===== src/rtl/qsim_pkg.sv =====
`default_nettype none

package qsim_pkg;

	// ----------------------------------------------------------
	// sizes
	// ----------------------------------------------------------
	localparam int ELEM_W       = 16;  // one real or imaginary part
	localparam int FRAC_BITS    = 14;  // Q2.14
	localparam int ACC_W        = 40;  // per-part accumulator, room for 16 full products
	localparam int MAX_QUBITS   = 4;
	localparam int MAX_STATES   = 1 << MAX_QUBITS;
	localparam int MAX_GATES    = 8;
	localparam int STATE_ADDR_W = $clog2(MAX_STATES + 1);  // header word plus vector
	localparam int BUF_ADDR_W   = $clog2(MAX_STATES);
	localparam int GATE_ADDR_W  = $clog2(MAX_GATES * MAX_STATES * MAX_STATES);
	localparam int CNT_W        = 16;  // q and m header fields
	localparam int MAC_DEPTH    = 2;   // last term in to write strobe out

	// ----------------------------------------------------------
	// data words
	// ----------------------------------------------------------
	typedef struct packed {
		logic signed [ELEM_W-1:0] re;
		logic signed [ELEM_W-1:0] im;
	} complex_t;

	// word 0 of the input SRAM
	typedef struct packed {
		logic [CNT_W-1:0] q;
		logic [CNT_W-1:0] m;
	} header_t;

	// ----------------------------------------------------------
	// block to block requests
	// ----------------------------------------------------------
	typedef struct packed {
		logic                  valid;
		logic                  first;       // clears the accumulator
		logic                  last;        // element complete
		logic                  from_input;  // gate 0 reads the input SRAM
		logic                  final_gate;  // result goes to the output SRAM
		logic [BUF_ADDR_W-1:0] row;
		logic                  wr_bank;
	} mac_cmd_t;

	typedef struct packed {
		logic                  en;
		logic                  bank;
		logic [BUF_ADDR_W-1:0] row;
		complex_t              data;
	} buf_wr_t;

	typedef struct packed {
		logic                  bank;
		logic [BUF_ADDR_W-1:0] row;
	} buf_rd_t;

	typedef struct packed {
		logic                    en;
		logic [STATE_ADDR_W-1:0] addr;
		complex_t                data;
	} out_wr_t;

	typedef enum logic [2:0] {
		IDLE,
		HEADER,
		LOAD,
		RUN,
		DRAIN,
		DONE
	} seq_state_e;

endpackage

`default_nettype wire


===== src/rtl/complex_mac.sv =====
`timescale 1ns/1ps
`default_nettype none

module complex_mac (
	input  wire                     clk,
	input  wire                     reset_n,
	input  wire qsim_pkg::mac_cmd_t mac_cmd,
	input  wire qsim_pkg::complex_t gate_data,
	input  wire qsim_pkg::complex_t in_data,
	input  wire qsim_pkg::complex_t buf_data,
	output qsim_pkg::buf_wr_t       buf_wr,
	output qsim_pkg::out_wr_t       out_wr
);
	import qsim_pkg::*;

	complex_t                   state_op;
	mac_cmd_t                   cmd_p1;
	logic signed [2*ELEM_W-1:0] p_ac;
	logic signed [2*ELEM_W-1:0] p_bd;
	logic signed [2*ELEM_W-1:0] p_ad;
	logic signed [2*ELEM_W-1:0] p_bc;
	logic signed [ACC_W-1:0]    term_re;
	logic signed [ACC_W-1:0]    term_im;
	logic signed [ACC_W-1:0]    sum_re;
	logic signed [ACC_W-1:0]    sum_im;
	logic signed [ACC_W-1:0]    acc_re;
	logic signed [ACC_W-1:0]    acc_im;
	logic signed [ACC_W-1:0]    scaled_re;
	logic signed [ACC_W-1:0]    scaled_im;
	logic                       buf_en;
	logic                       out_en;
	logic                       wr_bank;
	logic [BUF_ADDR_W-1:0]      wr_row;
	complex_t                   wr_data;

	// ----------------------------------------------------------
	// stage 1: operand select and partial products
	// ----------------------------------------------------------
	assign state_op = mac_cmd.from_input ? in_data : buf_data;

	always_ff @(posedge clk) begin
		p_ac <= (2*ELEM_W)'(gate_data.re) * (2*ELEM_W)'(state_op.re);
		p_bd <= (2*ELEM_W)'(gate_data.im) * (2*ELEM_W)'(state_op.im);
		p_ad <= (2*ELEM_W)'(gate_data.re) * (2*ELEM_W)'(state_op.im);
		p_bc <= (2*ELEM_W)'(gate_data.im) * (2*ELEM_W)'(state_op.re);
	end

	always_ff @(posedge clk or negedge reset_n) begin
		if (!reset_n) begin
			cmd_p1 <= '0;
		end else begin
			cmd_p1 <= mac_cmd;
		end
	end

	// ----------------------------------------------------------
	// stage 2: accumulate, scale on the last term
	// ----------------------------------------------------------
	assign term_re   = ACC_W'(p_ac) - ACC_W'(p_bd);  // ac - bd
	assign term_im   = ACC_W'(p_ad) + ACC_W'(p_bc);  // ad + bc
	assign sum_re    = cmd_p1.first ? term_re : acc_re + term_re;
	assign sum_im    = cmd_p1.first ? term_im : acc_im + term_im;
	assign scaled_re = sum_re >>> FRAC_BITS;  // back to Q2.14, top bits wrap
	assign scaled_im = sum_im >>> FRAC_BITS;

	always_ff @(posedge clk) begin
		if (cmd_p1.valid) begin
			acc_re <= sum_re;
			acc_im <= sum_im;
		end
		if (cmd_p1.valid && cmd_p1.last) begin
			wr_bank    <= cmd_p1.wr_bank;
			wr_row     <= cmd_p1.row;
			wr_data.re <= scaled_re[ELEM_W-1:0];
			wr_data.im <= scaled_im[ELEM_W-1:0];
		end
	end

	// intermediate gates feed the buffer, the final gate the output SRAM
	always_ff @(posedge clk or negedge reset_n) begin
		if (!reset_n) begin
			buf_en <= 1'b0;
			out_en <= 1'b0;
		end else begin
			buf_en <= cmd_p1.valid && cmd_p1.last && !cmd_p1.final_gate;
			out_en <= cmd_p1.valid && cmd_p1.last && cmd_p1.final_gate;
		end
	end

	assign buf_wr = '{en: buf_en, bank: wr_bank, row: wr_row, data: wr_data};
	assign out_wr = '{en: out_en, addr: STATE_ADDR_W'(wr_row), data: wr_data};

endmodule

`default_nettype wire


===== src/rtl/qsim_sequencer.sv =====
`timescale 1ns/1ps
`default_nettype none

module qsim_sequencer (
	input  wire                                clk,
	input  wire                                reset_n,
	input  wire                                dut_valid,
	output logic                               dut_ready,
	output logic [qsim_pkg::STATE_ADDR_W-1:0]  in_rd_addr,
	input  wire qsim_pkg::complex_t            in_rd_data,
	output logic [qsim_pkg::GATE_ADDR_W-1:0]   gate_rd_addr,
	output qsim_pkg::buf_rd_t                  buf_rd,
	output qsim_pkg::mac_cmd_t                 mac_cmd
);
	import qsim_pkg::*;

	seq_state_e            state;
	header_t               hdr;
	logic [BUF_ADDR_W-1:0] last_idx;   // 2^q - 1
	logic [CNT_W-1:0]      last_gate;  // m - 1
	logic [CNT_W-1:0]      gate_cnt;
	logic [BUF_ADDR_W-1:0] row_cnt;
	logic [BUF_ADDR_W-1:0] col_cnt;
	logic [BUF_ADDR_W-1:0] drain_cnt;
	logic                  final_pass;  // drain in progress belongs to the last gate
	logic                  row_end;
	logic                  gate_end;
	mac_cmd_t              cmd_next;

	assign hdr       = header_t'(in_rd_data);
	assign dut_ready = (state == IDLE);
	assign row_end   = (col_cnt == last_idx);
	assign gate_end  = row_end && (row_cnt == last_idx);

	// column walks the buffer rows, gate g reads the bank gate g-1 wrote
	assign buf_rd = '{bank: ~gate_cnt[0], row: col_cnt};

	// ----------------------------------------------------------
	// term descriptor for the MAC
	// ----------------------------------------------------------
	always_comb begin
		cmd_next = '0;
		if (state == RUN) begin
			cmd_next.valid      = 1'b1;
			cmd_next.first      = (col_cnt == '0);
			cmd_next.last       = row_end;
			cmd_next.from_input = (gate_cnt == '0);
			cmd_next.final_gate = (gate_cnt == last_gate);
			cmd_next.row        = row_cnt;
			cmd_next.wr_bank    = gate_cnt[0];
		end
	end

	// one cycle behind the addresses, lines up with the read data
	always_ff @(posedge clk or negedge reset_n) begin
		if (!reset_n) begin
			mac_cmd <= '0;
		end else begin
			mac_cmd <= cmd_next;
		end
	end

	// ----------------------------------------------------------
	// control FSM and counters
	// ----------------------------------------------------------
	always_ff @(posedge clk or negedge reset_n) begin
		if (!reset_n) begin
			state        <= IDLE;
			in_rd_addr   <= '0;
			gate_rd_addr <= '0;
			last_idx     <= '0;
			last_gate    <= '0;
			gate_cnt     <= '0;
			row_cnt      <= '0;
			col_cnt      <= '0;
			drain_cnt    <= '0;
			final_pass   <= 1'b0;
		end else begin
			case (state)
				IDLE: begin
					if (dut_valid) begin
						in_rd_addr <= '0;  // header word
						state      <= HEADER;
					end
				end

				HEADER: begin
					state <= LOAD;  // header read in flight
				end

				LOAD: begin
					last_idx     <= BUF_ADDR_W'((1 << hdr.q) - 1);
					last_gate    <= hdr.m - 1'b1;
					gate_cnt     <= '0;
					row_cnt      <= '0;
					col_cnt      <= '0;
					in_rd_addr   <= STATE_ADDR_W'(1);  // first vector element
					gate_rd_addr <= '0;
					final_pass   <= 1'b0;
					state        <= RUN;
				end

				RUN: begin
					// gates sit back to back, row-major
					gate_rd_addr <= gate_rd_addr + 1'b1;
					if (!row_end) begin
						col_cnt    <= col_cnt + 1'b1;
						in_rd_addr <= in_rd_addr + 1'b1;
					end else begin
						col_cnt    <= '0;
						in_rd_addr <= STATE_ADDR_W'(1);  // rewind for the next row
						if (!gate_end) begin
							row_cnt <= row_cnt + 1'b1;
						end else begin
							row_cnt    <= '0;
							gate_cnt   <= gate_cnt + 1'b1;
							final_pass <= (gate_cnt == last_gate);
							drain_cnt  <= '0;
							state      <= DRAIN;
						end
					end
				end

				// let the last rows land before the next gate reads them
				DRAIN: begin
					drain_cnt <= drain_cnt + 1'b1;
					if (drain_cnt == BUF_ADDR_W'(MAC_DEPTH - 1)) begin
						state <= final_pass ? DONE : RUN;
					end
				end

				DONE: begin
					state <= IDLE;  // last output write done by now
				end

				default: begin
					state <= IDLE;
				end
			endcase
		end
	end

endmodule

`default_nettype wire


===== src/rtl/qsim_top.sv =====
`timescale 1ns/1ps
`default_nettype none

module qsim_top (
	// ----------------------------------------------------------
	// clock, reset, control
	input  wire                                clk,
	input  wire                                reset_n,
	input  wire                                dut_valid,
	output logic                               dut_ready,

	// ----------------------------------------------------------
	// input state SRAM, read only
	output logic [qsim_pkg::STATE_ADDR_W-1:0]  in_rd_addr,
	input  wire qsim_pkg::complex_t            in_rd_data,

	// ----------------------------------------------------------
	// gate SRAM, read only
	output logic [qsim_pkg::GATE_ADDR_W-1:0]   gate_rd_addr,
	input  wire qsim_pkg::complex_t            gate_rd_data,

	// ----------------------------------------------------------
	// output state SRAM, write only
	output qsim_pkg::out_wr_t                  out_wr
);
	import qsim_pkg::*;

	buf_rd_t  buf_rd;       // sequencer -> buffer
	complex_t buf_rd_data;  // buffer -> MAC
	buf_wr_t  buf_wr;       // MAC -> buffer
	mac_cmd_t mac_cmd;      // sequencer -> MAC

	// producer
	qsim_sequencer u_seq (
		.clk          (clk),
		.reset_n      (reset_n),
		.dut_valid    (dut_valid),
		.dut_ready    (dut_ready),
		.in_rd_addr   (in_rd_addr),
		.in_rd_data   (in_rd_data),
		.gate_rd_addr (gate_rd_addr),
		.buf_rd       (buf_rd),
		.mac_cmd      (mac_cmd)
	);

	// intermediate vectors between gates
	state_buffer u_buf (
		.clk         (clk),
		.buf_wr      (buf_wr),
		.buf_rd      (buf_rd),
		.buf_rd_data (buf_rd_data)
	);

	// consumer
	complex_mac u_mac (
		.clk       (clk),
		.reset_n   (reset_n),
		.mac_cmd   (mac_cmd),
		.gate_data (gate_rd_data),
		.in_data   (in_rd_data),
		.buf_data  (buf_rd_data),
		.buf_wr    (buf_wr),
		.out_wr    (out_wr)
	);

endmodule

`default_nettype wire


===== src/rtl/state_buffer.sv =====
`timescale 1ns/1ps
`default_nettype none

module state_buffer (
	input  wire                     clk,
	input  wire qsim_pkg::buf_wr_t  buf_wr,
	input  wire qsim_pkg::buf_rd_t  buf_rd,
	output qsim_pkg::complex_t      buf_rd_data
);
	import qsim_pkg::*;

	// ----------------------------------------------------------
	// ping-pong storage
	// ----------------------------------------------------------
	// one bank takes the rows of the gate in progress while the
	// other still holds the vector the gate is consuming
	complex_t bank0 [MAX_STATES];
	complex_t bank1 [MAX_STATES];

	always_ff @(posedge clk) begin
		if (buf_wr.en && !buf_wr.bank) begin
			bank0[buf_wr.row] <= buf_wr.data;
		end
		if (buf_wr.en && buf_wr.bank) begin
			bank1[buf_wr.row] <= buf_wr.data;
		end
	end

	// registered read, data follows the request by one cycle
	always_ff @(posedge clk) begin
		if (buf_rd.bank) begin
			buf_rd_data <= bank1[buf_rd.row];
		end else begin
			buf_rd_data <= bank0[buf_rd.row];
		end
	end

endmodule

`default_nettype wire


===== config.mk =====
export PLATFORM = sky130hd
export DESIGN_NAME = qsim_top
export DESIGN_NICKNAME = d
export VERILOG_FILES = /design/src/rtl/qsim_pkg.sv /design/src/rtl/complex_mac.sv /design/src/rtl/qsim_sequencer.sv /design/src/rtl/qsim_top.sv /design/src/rtl/state_buffer.sv
export SDC_FILE = /design/constraint.sdc
export NUM_CORES = 2
export LEC_CHECK = 0
export BUFFER_PORTS_ARGS = -buffer_cell sky130_fd_sc_hd__buf_2
export CAP_MARGIN = 25
export CELL_PAD_IN_SITES_DETAIL_PLACEMENT = 1
export CELL_PAD_IN_SITES_GLOBAL_PLACEMENT = 1
export CORE_MARGIN = 4
export CORE_UTILIZATION = 40
export CTS_CLUSTER_DIAMETER = 30
export DETAILED_ROUTE_END_ITERATION = 8
export GPL_TIMING_DRIVEN = 1
export PLACE_DENSITY_LB_ADDON = 0.12
export SLEW_MARGIN = 20
export SYNTH_ARGS = -nofsm -noshare
export SYNTH_HDL_FRONTEND = slang
export SYNTH_SLANG_ARGS = --single-unit

===== constraint.sdc =====
create_clock -name clk -period 10.6 [get_ports clk]
set_clock_uncertainty 0.05 [all_clocks]
set_input_delay 1.59 -clock clk [delete_from_list [all_inputs] [get_ports clk]]
set_output_delay 1.59 -clock clk [all_outputs]
set_load 0.01 [all_outputs]

==> reports/qor.txt <==
Die X: 492 µm
Critical Path AT: 8.65 ns
Clock transition at path regs: 0.05 ns
I/O Buffers: 120
min cycle time layout: 7.89 ns
Async SR Flop Fraction: 6.53%
DP HPWL: 199000 µm
First-pass DRT Iterations: 5
Synth top area share: 35.9%
Num CTS Buffers: 320
Post-DRT Antenna Nets: 0
top layer in use: met5
met3 WL: 10800 µm
Rel. slew slack: 29.1%
layout cells sized above 1: 15.4%
largest net degree at the start of global routing: 116
CP most frequent cell: fa_1
Mapped Nets: 8970
RSZ-0062 raised after global routing: no
Yosys warning count: 0
met1 wire length: 120000 µm
Total GRT Usage: 23.6%
Initial DRC Count: 3302
area delta synth->final: 16.7%
startpoint types: flip-flop
gr ovfl total: 0
max incr delay on CP: 0.76 ns
Yosys reg bits: 1362
Multi-input gate area: 49300 µm²
core area: 233000 µm²
Critical Path End Type: flip-flop
CP max FO: 25
most frequent cell after synthesis: inv_1
actual slew at the worst max-slew pin: 1.06 ns
Worst Hold Class: flip-flop to flip-flop
Clk Latency, worst-skew pair: 0.93 ns
first-pass GRT wire length: 427000 µm
standard-cell rows: 177
cts-stage hold buffer count: 0
syn avg cell area: 12.6 µm²
DR vias: 58500
Root Driver: clkbuf_16
DRC: 0
die area: 242000 µm²
f_max: 127 MHz
Final Max Tran Viols: 0
Routed WL: 282000 µm
largest cells by area after synthesis: edfxtp_1 (36%), fa_1 (21%), mux4_2 (7.7%), ha_1 (5.9%), inv_1 (4.8%)
critical path type: flip-flop to flip-flop
Synth cell types: 79
placed insts: 10500
Synth Instances: 7464
status: finished clean
CTS tree: yes
initial antenna violation count: 21
Primary FF master, synth: edfxtp_1
H-tree levels: 5
# resized after CTS: 0
Post-synth EDFFs: 1121
placed inst area: 98400 µm²
Yosys top cell by area: edfxtp_1
num ports: 122
flip-flop and latch area: 39000 µm²
Via density: 5.26
setup TNS: 0 ns
Initial Util: 40.3%
nets@finish: 9239
post-CTS setup buffers: 0
Placer Congestion: 0.855
fillers: 23800
number of max-cap violations: 0
data required time of the worst path: 11.36 ns
top cells by count, synth: inv_1 (1205), edfxtp_1 (1121), fa_1 (996)
# setup viols final: 0
post-route design area: 109000 µm²
critical-path cell list: buf_4 -> mux2_2 -> buf_4 -> and2_1 -> fa_1 -> inv_1 -> fa_1 -> inv_1 -> fa_1 -> fa_1 -> fa_1 -> fa_1 -> ha_1 -> inv_1 -> o21bai_1 -> a21oi_1 -> nor2b_1 -> a31oi_1 -> a31oi_1 -> or4_1 -> nand3_1
final design utilization: 47.0%
period utilization: 74.4%
WL met2: 143000 µm
Die Span Y: 492 µm
Syn Std Cell Area: 93700 µm²
total clock sinks: 1362
Seq/Total Area, Yosys: 41.6%
Max clock buf depth: 4
Final Hold Fails: 0
fin cells: 11100
vias in the first global route: 65600
Critical-path top delay cell: fa_1
WL/cell: 25.4 µm
## area by class of cell
| type | instances | area share, % |
|---|---|---|
| Sequential cell | 1362 | 35.6 |
| Timing Repair Buffer | 260 | 1.57 |
| Clock inverter | 191 | 2.09 |
| Clock buffer | 376 | 7.83 |
| Inverter | 1207 | 4.14 |
| Multi-Input combinational cell | 4582 | 45.1 |
| Antenna cell | 18 | 0.0412 |
| Tap cell | 3132 | 3.58 |
## worst max-delay path: cells and delay by family (launching register included)
| family | cells | cell delay, ns |
|---|---|---|
| AO/OA/AOI/OAI | 4 | 0.77 |
| adder cells (fa/ha/maj) | 7 | 3.74 |
| buffers and inverters | 5 | 1.18 |
| flip-flops | 1 | 0.72 |
| multiplexers | 1 | 0.52 |
| AND/OR/NAND/NOR | 4 | 0.78 |
## through the flow
step | setup WS [ns] | hold slack (ns)
6_report | 2.71 | 0.292
5_1_grt | 2.36 | 0.297
4_1_cts | 2.63 | 0.296
3_5_place_dp | 1.98 | 0.287
3_3_place_gp | 2.11 | 0.283
2_1_floorplan | 3.12 | 0.281
## state kept, by name, indices dropped and copies added (netlist names), 3 cells and up
signal              cells
u_mac.acc_im           30
u_seq.drain_cnt         4
u_mac.p_bc             30
u_seq.last_gate        16
u_mac.p_bd             30
u_mac.p_ad             30
u_buf.buf_rd_data      32
u_mac.p_ac             30
u_seq.row_cnt           4
u_mac.acc_re           30
u_seq.in_rd_addr        5
u_seq.gate_rd_addr     11
u_seq.gate_cnt         16
u_buf.bank1           512
u_mac.wr_row            4
u_seq.state             3
u_mac.buf_wr           32
u_seq.mac_cmd          10
u_mac.cmd_p1            9
u_seq.col_cnt           4
u_buf.bank0           512
u_seq.last_idx          4
## layer usage
metal	up-vias	global-route usage [%]
li1	25600	-
met1	31300	30.6
met2	1140	41.0
met3	408	3.21
met4	2	7.20
met5	-	0
## kinds of logic after synthesis
family | after synthesis | share of synthesized area [%]
and+or+nand+nor | 1815 | 9.52
xor gates and xnor gates | 292 | 2.73
DFF | 1362 | 41.6
muxes | 373 | 8.32
buffers and inverters | 1520 | 6.10
AOI/OAI and AO/OA | 662 | 4.58
adders and majority gates | 1439 | 27.2
other | 1 | 0.00400
## placed cells by master (no fill, tap or decap), types with 152 or more instances in the layout
cell type	instances
ha_1	443
edfxtp_1	1121
inv_1	1205
nand2_1	736
xnor2_1	183
clkbuf_16	331
fa_1	996
nor2_1	179
mux4_2	320
dfxtp_1	152
and2_1	446
a21oi_1	182
## path summary, 6_finish.rpt
path                                             from                            to  slack (ns)  depth (start not counted)
min in group asynchronous                     reset_n        u_mac.out_en$_DFF_PN0_        0.63                          1
max                        u_seq.mac_cmd[6]$_DFF_PN0_        u_mac.p_ac[28]$_DFF_P_        2.71                         21
max in group asynchronous                     reset_n  u_seq.col_cnt[3]$_DFFE_PN0P_        8.67                          2
min                        u_seq.mac_cmd[2]$_DFF_PN0_     u_mac.cmd_p1[2]$_DFF_PN0_        0.29                          0
min reg2reg                u_seq.mac_cmd[2]$_DFF_PN0_     u_mac.cmd_p1[2]$_DFF_PN0_        0.29                          0
max reg2reg                u_seq.mac_cmd[6]$_DFF_PN0_        u_mac.p_ac[28]$_DFF_P_        2.71                         21
Power is not shown: default switching activity piles up to over one toggle a cycle in this logic, so the estimate is an artifact.
